[src/hdl/miss_pkg.sv]
/*
  Shared definitions for the cache miss handler.
  Holds the cache geometry, the derived field widths and the enums for
  request opcodes, DMA commands and metadata write kinds.
  Modules pull these in with a wildcard import in their header.
*/
package miss_pkg;

  // the cache is 4-way set associative with 16 sets of 16-byte blocks.
  localparam int ADDR_WIDTH = 16;
  localparam int WAYS = 4;
  localparam int LG_WAYS = $clog2(WAYS);
  localparam int SETS = 16;
  localparam int LG_SETS = $clog2(SETS);
  localparam int BLOCK_OFFSET_WIDTH = 4;

  // the tag is whatever remains of the address above the index.
  localparam int TAG_WIDTH = ADDR_WIDTH - LG_SETS - BLOCK_OFFSET_WIDTH;

  // a pseudo-LRU tree over the ways has one bit per inner node.
  localparam int LRU_WIDTH = WAYS - 1;

  // operations that can reach the miss handler.
  typedef enum logic [2:0] {
    e_op_load   = 3'd0,
    e_op_store  = 3'd1,
    e_op_afl    = 3'd2,
    e_op_ainv   = 3'd3,
    e_op_aflinv = 3'd4
  } miss_op_e;

  // commands issued to the DMA engine.
  typedef enum logic [2:0] {
    e_dma_nop             = 3'd0,
    e_dma_send_fill_addr  = 3'd1,
    e_dma_send_evict_addr = 3'd2,
    e_dma_send_evict_data = 3'd3,
    e_dma_get_fill_data   = 3'd4
  } dma_cmd_e;

  // kind of metadata update requested by the FSM in a given cycle.
  typedef enum logic [1:0] {
    e_meta_none  = 2'd0,
    e_meta_fill  = 2'd1,
    e_meta_flush = 2'd2
  } meta_write_e;

endpackage

[src/hdl/miss_req_if.sv]
/*
  Captured miss request as seen by the processing side of the handler.
  The intake drives the request and the set snapshot, the FSM answers
  with a one-cycle release, and other blocks only look at the contents.
*/
interface miss_req_if
  import miss_pkg::*;
();

  logic                               req_valid;
  miss_op_e                           op;
  logic [TAG_WIDTH-1:0]               tag;
  logic [LG_SETS-1:0]                 index;
  logic [WAYS-1:0][TAG_WIDTH-1:0]     tags;
  logic [WAYS-1:0]                    valid;
  logic [WAYS-1:0]                    dirty;
  logic [LRU_WIDTH-1:0]               lru_bits;
  logic [WAYS-1:0]                    hit;
  logic [LG_WAYS-1:0]                 hit_way;
  logic                               release_req;

  modport intake (
    output req_valid, op, tag, index, tags, valid, dirty, lru_bits, hit, hit_way,
    input  release_req
  );

  modport fsm (
    input  req_valid, op, tag, index, tags, valid, dirty, hit, hit_way,
    output release_req
  );

  modport view (
    input req_valid, op, tag, index, tags, valid, dirty, lru_bits, hit, hit_way
  );

endinterface

[src/hdl/miss_intake.sv]
/*
  Input side of the miss handler.
  Registers a missing request together with the metadata of its set,
  splits the address and encodes the hit way, then holds all of it
  stable until the FSM releases the request.
*/
module miss_intake
  import miss_pkg::*;
(
  input  logic                           clk_i,
  input  logic                           reset_i,
  input  logic                           miss_v_i,
  input  miss_op_e                       op_i,
  input  logic [ADDR_WIDTH-1:0]          addr_i,
  input  logic [WAYS-1:0][TAG_WIDTH-1:0] tags_i,
  input  logic [WAYS-1:0]                valid_i,
  input  logic [WAYS-1:0]                dirty_i,
  input  logic [LRU_WIDTH-1:0]           lru_bits_i,
  input  logic [WAYS-1:0]                tag_hit_i,
  miss_req_if.intake                     req_o
);

  logic               capture;
  logic [LG_WAYS-1:0] hit_way_enc;

  // a new request is only taken while nothing is held.
  assign capture = miss_v_i & ~req_o.req_valid;

  // lowest set bit of the hit vector wins.
  always_comb begin
    hit_way_enc = '0;
    for (int w = WAYS - 1; w >= 0; w--) begin
      if (tag_hit_i[w]) begin
        hit_way_enc = LG_WAYS'(w);
      end
    end
  end

  always_ff @(posedge clk_i) begin
    if (reset_i) begin
      req_o.req_valid <= 1'b0;
    end else if (capture) begin
      req_o.req_valid <= 1'b1;
    end else if (req_o.release_req) begin
      req_o.req_valid <= 1'b0;
    end
  end

  always_ff @(posedge clk_i) begin
    if (capture) begin
      req_o.op       <= op_i;
      req_o.tag      <= addr_i[BLOCK_OFFSET_WIDTH+LG_SETS +: TAG_WIDTH];
      req_o.index    <= addr_i[BLOCK_OFFSET_WIDTH +: LG_SETS];
      req_o.tags     <= tags_i;
      req_o.valid    <= valid_i;
      req_o.dirty    <= dirty_i;
      req_o.lru_bits <= lru_bits_i;
      req_o.hit      <= tag_hit_i;
      req_o.hit_way  <= hit_way_enc;
    end
  end

  // the lookup stage must never report a tag in two ways of one set.
  a_hit_onehot: assert property (@(posedge clk_i) disable iff (reset_i)
    capture |-> $onehot0(tag_hit_i))
    else $error("miss_intake: more than one tag hit in a captured request");

endmodule

[src/hdl/victim_select.sv]
/*
  Replacement way selection for a fill.
  An invalid way is taken first, lowest number first. With every way
  valid, the pseudo-LRU tree of the set is walked down to its LRU leaf.
  Purely combinational.
*/
module victim_select
  import miss_pkg::*;
(
  miss_req_if.view           req_i,
  output logic [LG_WAYS-1:0] victim_way_o
);

  logic [LG_WAYS-1:0] invalid_way;
  logic               invalid_found;
  logic [LG_WAYS-1:0] lru_way;

  // scan from the top so that the lowest invalid way is the last written.
  always_comb begin
    invalid_way   = '0;
    invalid_found = 1'b0;
    for (int w = WAYS - 1; w >= 0; w--) begin
      if (!req_i.valid[w]) begin
        invalid_way   = LG_WAYS'(w);
        invalid_found = 1'b1;
      end
    end
  end

  // node 0 is the root and node n has children 2n+1 and 2n+2.
  // A zero bit sends the walk to the lower-numbered half, so each
  // visited bit also becomes the next way bit, msb first.
  always_comb begin
    int node;
    node    = 0;
    lru_way = '0;
    for (int level = 0; level < LG_WAYS; level++) begin
      lru_way[LG_WAYS-1-level] = req_i.lru_bits[node];
      node = 2 * node + 1 + int'(req_i.lru_bits[node]);
    end
  end

  assign victim_way_o = invalid_found ? invalid_way : lru_way;

endmodule

[src/hdl/miss_fsm.sv]
/*
  Miss handler state machine.
  Loads and stores send the fill address, evict a dirty victim when
  needed and fetch the fill data. Flush operations act on the hit way
  and evict only dirty lines. Each request ends with a recover pulse
  followed by done, which is held until the pipeline acknowledges.
*/
module miss_fsm
  import miss_pkg::*;
(
  input  logic                  clk_i,
  input  logic                  reset_i,
  miss_req_if.fsm               req_i,
  input  logic [LG_WAYS-1:0]    victim_way_i,
  output dma_cmd_e              dma_cmd_o,
  output logic [ADDR_WIDTH-1:0] dma_addr_o,
  output logic [LG_WAYS-1:0]    dma_way_o,
  input  logic                  dma_done_i,
  output meta_write_e           meta_write_o,
  output logic [LG_WAYS-1:0]    chosen_way_o,
  output logic                  recover_o,
  output logic                  done_o,
  input  logic                  ack_i
);

  typedef enum logic [2:0] {
    START,
    FLUSH_OP,
    SEND_FILL_ADDR,
    SEND_EVICT_ADDR,
    SEND_EVICT_DATA,
    GET_FILL_DATA,
    RECOVER,
    DONE
  } state_e;

  state_e               state_r;
  state_e               state_n;
  logic [LG_WAYS-1:0]   chosen_way_r;
  logic [LG_WAYS-1:0]   chosen_way_n;
  logic                 is_fill_op;
  logic                 victim_needs_evict;
  logic                 hit_needs_evict;
  logic                 in_dma_state;
  logic [TAG_WIDTH-1:0] evict_tag;

  assign is_fill_op = (req_i.op == e_op_load) || (req_i.op == e_op_store);

  // a line goes back to memory only when it is both valid and dirty.
  assign victim_needs_evict = req_i.valid[victim_way_i] & req_i.dirty[victim_way_i];
  assign hit_needs_evict = (req_i.op != e_op_ainv) & (|req_i.hit)
                         & req_i.valid[req_i.hit_way] & req_i.dirty[req_i.hit_way];

  // the victim is not latched until the fill address is accepted, so it is
  // taken straight from the selector while the command is pending.
  always_comb begin
    if (!is_fill_op) begin
      dma_way_o = req_i.hit_way;
    end else if (state_r == SEND_FILL_ADDR) begin
      dma_way_o = victim_way_i;
    end else begin
      dma_way_o = chosen_way_r;
    end
  end

  assign evict_tag    = req_i.tags[dma_way_o];
  assign chosen_way_o = chosen_way_r;
  assign recover_o    = (state_r == RECOVER);
  assign done_o       = (state_r == DONE);
  assign req_i.release_req = (state_r == DONE) & ack_i;

  always_comb begin
    state_n      = state_r;
    chosen_way_n = chosen_way_r;
    dma_cmd_o    = e_dma_nop;
    dma_addr_o   = '0;
    meta_write_o = e_meta_none;
    case (state_r)
      START: begin
        if (req_i.req_valid) begin
          state_n = is_fill_op ? SEND_FILL_ADDR : FLUSH_OP;
        end
      end
      FLUSH_OP: begin
        meta_write_o = e_meta_flush;
        state_n = hit_needs_evict ? SEND_EVICT_ADDR : RECOVER;
      end
      SEND_FILL_ADDR: begin
        chosen_way_n = victim_way_i;
        dma_cmd_o    = e_dma_send_fill_addr;
        dma_addr_o   = {req_i.tag, req_i.index, {BLOCK_OFFSET_WIDTH{1'b0}}};
        if (dma_done_i) begin
          state_n = victim_needs_evict ? SEND_EVICT_ADDR : GET_FILL_DATA;
        end
      end
      SEND_EVICT_ADDR: begin
        dma_cmd_o  = e_dma_send_evict_addr;
        dma_addr_o = {evict_tag, req_i.index, {BLOCK_OFFSET_WIDTH{1'b0}}};
        if (dma_done_i) begin
          state_n = SEND_EVICT_DATA;
        end
      end
      SEND_EVICT_DATA: begin
        dma_cmd_o  = e_dma_send_evict_data;
        dma_addr_o = {evict_tag, req_i.index, {BLOCK_OFFSET_WIDTH{1'b0}}};
        if (dma_done_i) begin
          state_n = is_fill_op ? GET_FILL_DATA : RECOVER;
        end
      end
      GET_FILL_DATA: begin
        dma_cmd_o  = e_dma_get_fill_data;
        dma_addr_o = {req_i.tag, req_i.index, {BLOCK_OFFSET_WIDTH{1'b0}}};
        if (dma_done_i) begin
          meta_write_o = e_meta_fill;
          state_n      = RECOVER;
        end
      end
      RECOVER: begin
        state_n = DONE;
      end
      DONE: begin
        if (ack_i) begin
          state_n = START;
        end
      end
      default: begin
        state_n = START;
      end
    endcase
  end

  always_ff @(posedge clk_i) begin
    if (reset_i) begin
      state_r      <= START;
      chosen_way_r <= '0;
    end else begin
      state_r      <= state_n;
      chosen_way_r <= chosen_way_n;
    end
  end

  assign in_dma_state = state_r inside {SEND_FILL_ADDR, SEND_EVICT_ADDR,
                                        SEND_EVICT_DATA, GET_FILL_DATA};

  a_dma_cmd_active: assert property (@(posedge clk_i) disable iff (reset_i)
    in_dma_state |-> dma_cmd_o != e_dma_nop)
    else $error("miss_fsm: nop command issued in a DMA state");

  // a pending command must not move until the engine reports done, which
  // also depends on the intake keeping the request stable.
  a_dma_cmd_held: assert property (@(posedge clk_i) disable iff (reset_i)
    in_dma_state && !dma_done_i |=>
      $stable(dma_cmd_o) && $stable(dma_addr_o) && $stable(dma_way_o))
    else $error("miss_fsm: DMA command changed before dma_done_i");

endmodule

[src/hdl/meta_write_gen.sv]
/*
  Stat-memory and tag-memory write generation.
  Turns the FSM write request into data and masks for the set being
  handled. A fill installs the new tag and moves the LRU tree away
  from the chosen way, a flush clears dirty and optionally valid.
*/
module meta_write_gen
  import miss_pkg::*;
(
  miss_req_if.view              req_i,
  input  meta_write_e           meta_write_i,
  input  logic [LG_WAYS-1:0]    chosen_way_i,
  output logic                  stat_we_o,
  output logic [LG_SETS-1:0]    stat_index_o,
  output logic [WAYS-1:0]       stat_dirty_o,
  output logic [WAYS-1:0]       stat_dirty_mask_o,
  output logic [LRU_WIDTH-1:0]  stat_lru_o,
  output logic [LRU_WIDTH-1:0]  stat_lru_mask_o,
  output logic                  tag_we_o,
  output logic [LG_SETS-1:0]    tag_index_o,
  output logic [TAG_WIDTH-1:0]  tag_o,
  output logic                  tag_valid_o,
  output logic [WAYS-1:0]       tag_way_mask_o
);

  logic [WAYS-1:0]      chosen_onehot;
  logic [LRU_WIDTH-1:0] lru_data;
  logic [LRU_WIDTH-1:0] lru_mask;
  logic                 inv_op;

  assign chosen_onehot = WAYS'(1) << chosen_way_i;
  assign inv_op = (req_i.op == e_op_ainv) || (req_i.op == e_op_aflinv);

  // every node on the path to the chosen way is written so that it points
  // to the other subtree, which makes the new line the most recent one.
  always_comb begin
    int node;
    logic branch;
    node     = 0;
    lru_data = '0;
    lru_mask = '0;
    for (int level = 0; level < LG_WAYS; level++) begin
      branch         = chosen_way_i[LG_WAYS-1-level];
      lru_mask[node] = 1'b1;
      lru_data[node] = ~branch;
      node = 2 * node + 1 + int'(branch);
    end
  end

  assign stat_index_o = req_i.index;
  assign tag_index_o  = req_i.index;

  always_comb begin
    stat_we_o         = 1'b0;
    stat_dirty_o      = '0;
    stat_dirty_mask_o = '0;
    stat_lru_o        = '0;
    stat_lru_mask_o   = '0;
    tag_we_o          = 1'b0;
    tag_o             = '0;
    tag_valid_o       = 1'b0;
    tag_way_mask_o    = '0;
    case (meta_write_i)
      e_meta_fill: begin
        stat_we_o         = 1'b1;
        stat_dirty_o      = {WAYS{req_i.op == e_op_store}};
        stat_dirty_mask_o = chosen_onehot;
        stat_lru_o        = lru_data;
        stat_lru_mask_o   = lru_mask;
        tag_we_o          = 1'b1;
        tag_o             = req_i.tag;
        tag_valid_o       = 1'b1;
        tag_way_mask_o    = chosen_onehot;
      end
      e_meta_flush: begin
        // the hit vector is already the one-hot of the hit way.
        stat_we_o         = 1'b1;
        stat_dirty_mask_o = req_i.hit;
        tag_we_o          = inv_op;
        tag_way_mask_o    = inv_op ? req_i.hit : '0;
      end
      default: begin
      end
    endcase
  end

endmodule

[src/hdl/miss_unit.sv]
/*
  Top level of the cache miss handler.
  Connects the request intake, victim selection, the miss FSM and the
  metadata write generator around one captured request.
*/
module miss_unit
  import miss_pkg::*;
(
  input  logic                           clk_i,
  input  logic                           reset_i,
  input  logic                           miss_v_i,
  input  miss_op_e                       op_i,
  input  logic [ADDR_WIDTH-1:0]          addr_i,
  input  logic [WAYS-1:0][TAG_WIDTH-1:0] tags_i,
  input  logic [WAYS-1:0]                valid_i,
  input  logic [WAYS-1:0]                dirty_i,
  input  logic [LRU_WIDTH-1:0]           lru_bits_i,
  input  logic [WAYS-1:0]                tag_hit_i,
  output dma_cmd_e                       dma_cmd_o,
  output logic [ADDR_WIDTH-1:0]          dma_addr_o,
  output logic [LG_WAYS-1:0]             dma_way_o,
  input  logic                           dma_done_i,
  output logic [LG_WAYS-1:0]             chosen_way_o,
  output logic                           recover_o,
  output logic                           done_o,
  input  logic                           ack_i,
  output logic                           stat_we_o,
  output logic [LG_SETS-1:0]             stat_index_o,
  output logic [WAYS-1:0]                stat_dirty_o,
  output logic [WAYS-1:0]                stat_dirty_mask_o,
  output logic [LRU_WIDTH-1:0]           stat_lru_o,
  output logic [LRU_WIDTH-1:0]           stat_lru_mask_o,
  output logic                           tag_we_o,
  output logic [LG_SETS-1:0]             tag_index_o,
  output logic [TAG_WIDTH-1:0]           tag_o,
  output logic                           tag_valid_o,
  output logic [WAYS-1:0]                tag_way_mask_o
);

  logic [LG_WAYS-1:0] victim_way;
  meta_write_e        meta_write;

  miss_req_if req_if ();

  miss_intake u_intake (
    .clk_i      (clk_i),
    .reset_i    (reset_i),
    .miss_v_i   (miss_v_i),
    .op_i       (op_i),
    .addr_i     (addr_i),
    .tags_i     (tags_i),
    .valid_i    (valid_i),
    .dirty_i    (dirty_i),
    .lru_bits_i (lru_bits_i),
    .tag_hit_i  (tag_hit_i),
    .req_o      (req_if.intake)
  );

  victim_select u_victim (
    .req_i        (req_if.view),
    .victim_way_o (victim_way)
  );

  miss_fsm u_fsm (
    .clk_i        (clk_i),
    .reset_i      (reset_i),
    .req_i        (req_if.fsm),
    .victim_way_i (victim_way),
    .dma_cmd_o    (dma_cmd_o),
    .dma_addr_o   (dma_addr_o),
    .dma_way_o    (dma_way_o),
    .dma_done_i   (dma_done_i),
    .meta_write_o (meta_write),
    .chosen_way_o (chosen_way_o),
    .recover_o    (recover_o),
    .done_o       (done_o),
    .ack_i        (ack_i)
  );

  meta_write_gen u_meta (
    .req_i             (req_if.view),
    .meta_write_i      (meta_write),
    .chosen_way_i      (chosen_way_o),
    .stat_we_o         (stat_we_o),
    .stat_index_o      (stat_index_o),
    .stat_dirty_o      (stat_dirty_o),
    .stat_dirty_mask_o (stat_dirty_mask_o),
    .stat_lru_o        (stat_lru_o),
    .stat_lru_mask_o   (stat_lru_mask_o),
    .tag_we_o          (tag_we_o),
    .tag_index_o       (tag_index_o),
    .tag_o             (tag_o),
    .tag_valid_o       (tag_valid_o),
    .tag_way_mask_o    (tag_way_mask_o)
  );

endmodule

[config.mk]
export PLATFORM = sky130hd
export DESIGN_NAME = miss_unit
export DESIGN_NICKNAME = d
export VERILOG_FILES = /design/src/hdl/miss_pkg.sv /design/src/hdl/miss_req_if.sv /design/src/hdl/miss_intake.sv /design/src/hdl/victim_select.sv /design/src/hdl/miss_fsm.sv /design/src/hdl/meta_write_gen.sv /design/src/hdl/miss_unit.sv
export SDC_FILE = /design/constraint.sdc
export NUM_CORES = 1
export LEC_CHECK = 0
export BUFFER_PORTS_ARGS = -buffer_cell sky130_fd_sc_hd__buf_2
export CAP_MARGIN = 20
export CORE_MARGIN = 2
export CORE_UTILIZATION = 40
export CTS_BUF_LIST = sky130_fd_sc_hd__clkbuf_8
export DETAILED_ROUTE_END_ITERATION = 10
export PLACE_DENSITY = 0.78
export REMOVE_ABC_BUFFERS = 1
export SLEW_MARGIN = 20
export SYNTH_ARGS = -nofsm -noshare
export SYNTH_HDL_FRONTEND = slang
export SYNTH_SLANG_ARGS = --single-unit
[constraint.sdc]
create_clock -name clk_i -period 4.2 [get_ports clk_i]
set_input_delay 0.84 -clock clk_i [delete_from_list [all_inputs] [get_ports clk_i]]
set_output_delay 0.84 -clock clk_i [all_outputs]
set_load 0.005 [all_outputs]
**After elaboration in Yosys (flattened, before gate mapping)**

Cells that the tools add are included.

- Bits in registers: 70
- Latch bits: 0
- RAM bits: 0
- ROM bits: 0
- Input port bits: 71
- Output and inout port bits: 62
- Logic and storage cells: 122
- Memories: 0

- Add/sub/neg operators: 2
- Multipliers: 0
- Divide/modulo/power cells: 0
- Order comparisons: 6
- Equality and inequality tests: 19
- Shift-type cells: 1
- Multiplexer cells: 57
- Bitwise operators: 9
- Reduce and logical (&&, ||, !) cells: 12

Operators by type and width:

| kind | number |
|---|---|
| 32-bit by 4-bit < comparator with 1-bit output, second input constant | 2 |
| 32-bit by 1-bit greater-or-equal comparator with 1-bit output, second input constant | 1 |
| 16-bit case mux with 2 select lines | 1 |
| 3-bit two-way mux | 10 |
| 3-bit case mux with 8 select lines | 1 |
| 2-bit two-way mux | 11 |
| 1-bit two-way mux | 17 |
| 8-bit binary-select mux with 2-bit select | 1 |
| 8-bit two-way mux | 2 |
| 4-bit case mux with 2 select lines | 2 |
| 3-bit equality test, second input constant | 5 |
| 3-bit case mux with 4 select lines | 1 |
| 1-bit binary-select mux with 2-bit select | 5 |
| 2-bit inequality test, second input constant | 5 |
| 3-bit by 2-bit equality test with 1-bit output, second input constant | 3 |
| 2-bit by 3-bit < comparator with 1-bit output, second input constant | 3 |
| 4-bit two-way mux | 2 |
| 2-bit OR reduction | 4 |
| 1-bit AND | 6 |
| 3-bit by 1-bit equality test with 1-bit output, second input constant | 2 |
| 3-bit logical NOT | 2 |
| 6-bit AND reduction | 1 |
| 1-bit by 1-bit adder with 2-bit output, first input constant | 2 |
| 2-bit case mux with 2 select lines | 1 |
| other kinds (13) | 16 |

**Logic depth before layout (Yosys ltp)**

- Word-level depth: 11
- Mapped depth: 10
- Gate-level depth less buffers: 10

**By module**

Synthesis repeated with hierarchy kept, for this count alone.

- Cell total of the unflattened synthesis: 323
- Area total of the unflattened synthesis: 3807.4 µm²

By module, submodules not included:

| module | times used | cells an instance | area an instance (µm²) | seq. area each (µm²) |
|---|---|---|---|---|
| miss_intake | 1 | 73 | 1985.7 | 1941.9 |
| miss_fsm | 1 | 186 | 1373.8 | 100.1 |
| meta_write_gen | 1 | 57 | 404.1 | 0.0 |
| victim_select | 1 | 7 | 43.8 | 0.0 |

**Worst setup path before layout**

Ideal clock, no wire load.

- Path kind: input port to flip-flop
- From: input port miss_v_i
- To: register u_intake.req_o.dirty[0] (enable)
- Setup time: 0.494 ns
- Arrival: 3.654 ns
- Data required time: 3.706 ns
- Setup slack: 0.051 ns
- Stages: 1
- Buffers on the path: 0
- Cells stage by stage: nor2b_1

- Word-level cells in the longest chain between the ends: 1

RTL lines:

| element | RTL line | source |
|---|---|---|
| start: declaration | miss_unit.sv:11 | `input logic miss_v_i,` |
| 1-bit AND | miss_intake.sv:27 | `assign capture = miss_v_i & ~req_o.req_valid;` |
| end signal: assignment | miss_intake.sv:56 | `req_o.dirty <= dirty_i;` |
| end: declaration | miss_req_if.sv:23 | `output req_valid, op, tag, index, tags, valid, dirty, lru_bits, hit, hit_way,` |

Every way passes these cells.
A chain may end at the register's enable or synchronous reset.

**Worst setup path in the final report**

- From: register u_fsm.state_r[0]
- To: output port tag_way_mask_o[0]

- Word-level cells in the longest chain between the ends: 4
- Elaborated cells between the ends (all ways): 6

RTL lines:

| element | RTL line | source |
|---|---|---|
| start: declaration | miss_fsm.sv:37 | `state_e state_r;` |
| start signal: assignment | miss_fsm.sv:137 | `state_r <= state_n;` |
| 3-bit equality test / 3-bit by 1-bit equality test with 1-bit output (equally long branches) | -- |  |
| 2-bit case mux with 2 select lines * | miss_fsm.sv:78 | `case (state_r)` |
| 2-bit equality test / 2-bit by 1-bit equality test with 1-bit output (equally long branches) | meta_write_gen.sv:63 | `case (meta_write_i)` |
| 4-bit case mux with 2 select lines * | meta_write_gen.sv:63 |  |
| end: declaration | miss_unit.sv:37 | `output logic [WAYS-1:0] tag_way_mask_o` |

Every way passes the cells marked *; elsewhere a longest branch is shown, timed or not.

==> flow_summary.ini <==
[setup_path]
worst-path-buf-inv = 4
cp.required_ps = 3360
ff2ff_path_depth = 2
r2r-start = u_intake.req_o.req_valid$_SDFFE_PP0P_
cp.arrival_ps = 2860
crit_type = reg -> out
worstPathCellList = inv_1 > nor3b_1 > nand2_1 > inv_1 > ha_1 > buf_4 > nor2b_1 > nor2b_1 > a21oi_1 > nor2_1 > o21a_1 > buf_2
path_delay_family = simple AND/OR/NAND/NOR gates
cpPeakStageDelay_ps = 480
path_max_fanout = 14
cp-start-kind = flip-flop
crit_cells = 12
r2r_slack_ps = 2340
end_kind = output pin
crit_slowest_cell = dfxtp_2
startpoint = u_fsm.state_r[0]$_SDFFE_PP0P_

[run_status]
status = completed

[final_layout]
multi_input_area_sq_um = 1028
syn2layout_area_growth_pct = 28.06
regArea_sq_um = 2043
fillers = 693
antennaDiodeCount = 0
mostFrequentLayoutCell = buf_2
mostFrequentLayoutCells = buf_2 (124), edfxtp_1 (64), nand2_1 (25)
final_nets = 445
drive_above_1_share_pct = 40.05

[clock_network]
htree_levels = 3
insertion_delay_ps = 340
cts_made_buffers = 9
cts_hold_buffers = 0
cts_tree = built
clkSinkCount = 70
root_buffer = clkbuf_8
postCtsSetupRepairBufs = 0
clk_pin_slew_worst_paths_ps = 80
clk_path_buf_depth = 2

[yosys]
synth.distinct_cells = 46
synth_top_family_by_area = simple AND/OR/NAND/NOR gates
synth_xor_area_share_pct = 0.2709
synth_fa_ha_area_share_pct = 0.7740
syn_inst = 251
syn-cell-area_sq_um = 3233
synthSimpleGateAreaFrac_pct = 14.05
synth-edff-count = 64
yosysWarnings = 0
synth-compound-area-share_pct = 9.830
async_flop_share_pct = 0
synth_mux_area_share_pct = 5.998
syn_area_per_cell_sq_um = 12.88
synth.ff_latch_count = 70
synth_ff_type = edfxtp_1
ys_seq_area_share_pct = 63.16

[placement]
place_congestion = 0.7901
dpl.hpwl_um = 5279
portBuffers = 124

[power_and_ir_drop]
power_leakage_nw = 1.806
vdd_drop_max_mv = 0.2300
power.density_nw_per_um2 = 491.7

[sta]
timing.final.crit_share_pct = 88.19
hold_viol = 0
rsz0062_at_grt = no
setup_tns_ps = 0
worstMarginPinSlew_ps = 1040
finClkSkew_ps = 9.054
worst_hold_slack_ps = 522.0
setup_viol = 0
period_needed_ps = 3704
slew_headroom_pct = 30.54
fmax_mhz = 270.0
slew_viol_final = 0

[grt]
grt_pass1_wl_um = 10900
antenna_found_initial = 0
grt.total_usage_pct = 16.39
grt_pass1_vias = 2270
grt_max_degree = 39
grt_overflow_total = 0

[floorplanning]
io-pin-count = 133
initial_core_util_pct = 41.62
fp.dieW_um = 93.91
num_rows = 32
dieArea_sq_um = 8818
chipHeight_um = 93.91
coreArea_sq_um = 7767

[drt]
final_antenna_net_count = 0
vias = 2450
wire_per_inst_um = 14.73
drc = 0
detail_route.iter0.violations = 78
avgViaCountPerCell = 5.115
drt_wl_total_um = 7056
drt_first_pass_iters = 4

[min_path]
hold_path_class = reg -> reg
hp-start = u_fsm.chosen_way_o[1]$_SDFF_PP0_
worstHoldPathCells = 2

[job]
cap_viol_max_count = 0
==> Yosys cell counts (all sizes together), types with 2 or more instances <==
| cell | n | area share (%) |
|---|---|---|
| nor2b | 5 | 0.97 |
| nor3b | 2 | 0.81 |
| nand3 | 7 | 1.1 |
| a21o | 2 | 0.46 |
| o32ai | 2 | 0.54 |
| inv | 7 | 0.81 |
| o21a | 3 | 0.70 |
| dfxtp | 6 | 3.7 |
| nand2b | 4 | 0.77 |
| buf | 19 | 4.6 |
| o221ai | 9 | 2.4 |
| a21boi | 2 | 0.46 |
| nand4 | 2 | 0.39 |
| nand2 | 25 | 2.9 |
| nor2 | 10 | 1.2 |
| or3 | 3 | 0.58 |
| a31oi | 4 | 0.77 |
| clkbuf | 3 | 0.35 |
| o21ai | 4 | 0.62 |
| nor3 | 3 | 0.46 |
| edfxtp | 64 | 59 |
| o211ai | 4 | 0.93 |
| ha | 2 | 0.77 |
| mux2i | 16 | 5.0 |
| and3 | 4 | 0.77 |
| a21oi | 10 | 1.5 |
| and2 | 15 | 2.9 |
==> through the flow <==
stage	instance area (sq um)	total power, mW	util, %	std cells	setup WS [ps]
after floorplan	3083	1.177	-	232	51.40
after global placement	3895	1.384	50.14	463	724.0
after detailed placement	3895	1.395	50.14	463	617.1
after CTS	4139	2.055	53.29	479	226.6
after global routing	4140	2.154	53.30	479	144.5
final	4140	2.036	53.30	479	495.9
==> sequential cells by signal, summed over array words and instances (netlist names) <==
name and flops:
u_intake.req_o.hit 4, u_intake.req_o.lru_bits 3, u_intake.req_o.tags 32, u_intake.req_o.hit_way 2
u_intake.req_o.op 3, u_intake.req_o.index 4, u_fsm.chosen_way_o 2, u_intake.req_o.tag 8
u_intake.req_o.req_valid 1, u_intake.req_o.valid 4, u_fsm.state_r 3, u_intake.req_o.dirty 4
==> worst register-to-register path, cell delays in order (launching register included) <==
cell     delay [ps]
dfxtp_1         360
nor2b_4         820
buf_4           380
==> layer usage <==
metal	global-route usage, %	part of all wire (%)	vias up
met1	20.24	40	1145
met5	0	0	-
met4	4.710	0.89	0
li1	-	-	1172
met3	6.421	10	8
met2	26.73	49	125
==> path summary, 6_finish.rpt <==
check	end
max	tag_way_mask_o[0]
min reg2reg	u_fsm.chosen_way_o[1]$_SDFF_PP0_
max reg2reg	u_intake.req_o.valid[1]$_DFFE_PP_
min	u_fsm.chosen_way_o[1]$_SDFF_PP0_
==> report_power, final <==
group	internal (mW)	switching (mW)	total [mW]
combinational	0.234	0.266	0.500
clock	0.396	0.261	0.657
sequential	0.820	0.0590	0.879
==> kinds of logic after synthesis <==
family,Yosys count
buffers and inverters,29
flip-flops,70
AO/OA/AOI/OAI,45
other,1
AND/OR/NAND/NOR,85
multiplexers,18
adder cells (fa/ha/maj),2
XOR/XNOR,1
==> what timing repair did <==
item                                    in CTS  in global routing
endpoints found under the hold margin        0                  0
gates resized for setup                      0                  1
endpoints found under the setup margin       0                  1
==> cell type report <==
type,instances,share of cell area [%]
inverter,7,0.6346
tap,102,3.082
clock buffer,9,2.992
clock inverter,7,2.901
timing repair buffer,129,16.20
multi-input combinational,155,24.84
sequential,70,49.35
No activity file was read; power rests on OpenSTA's default activity.
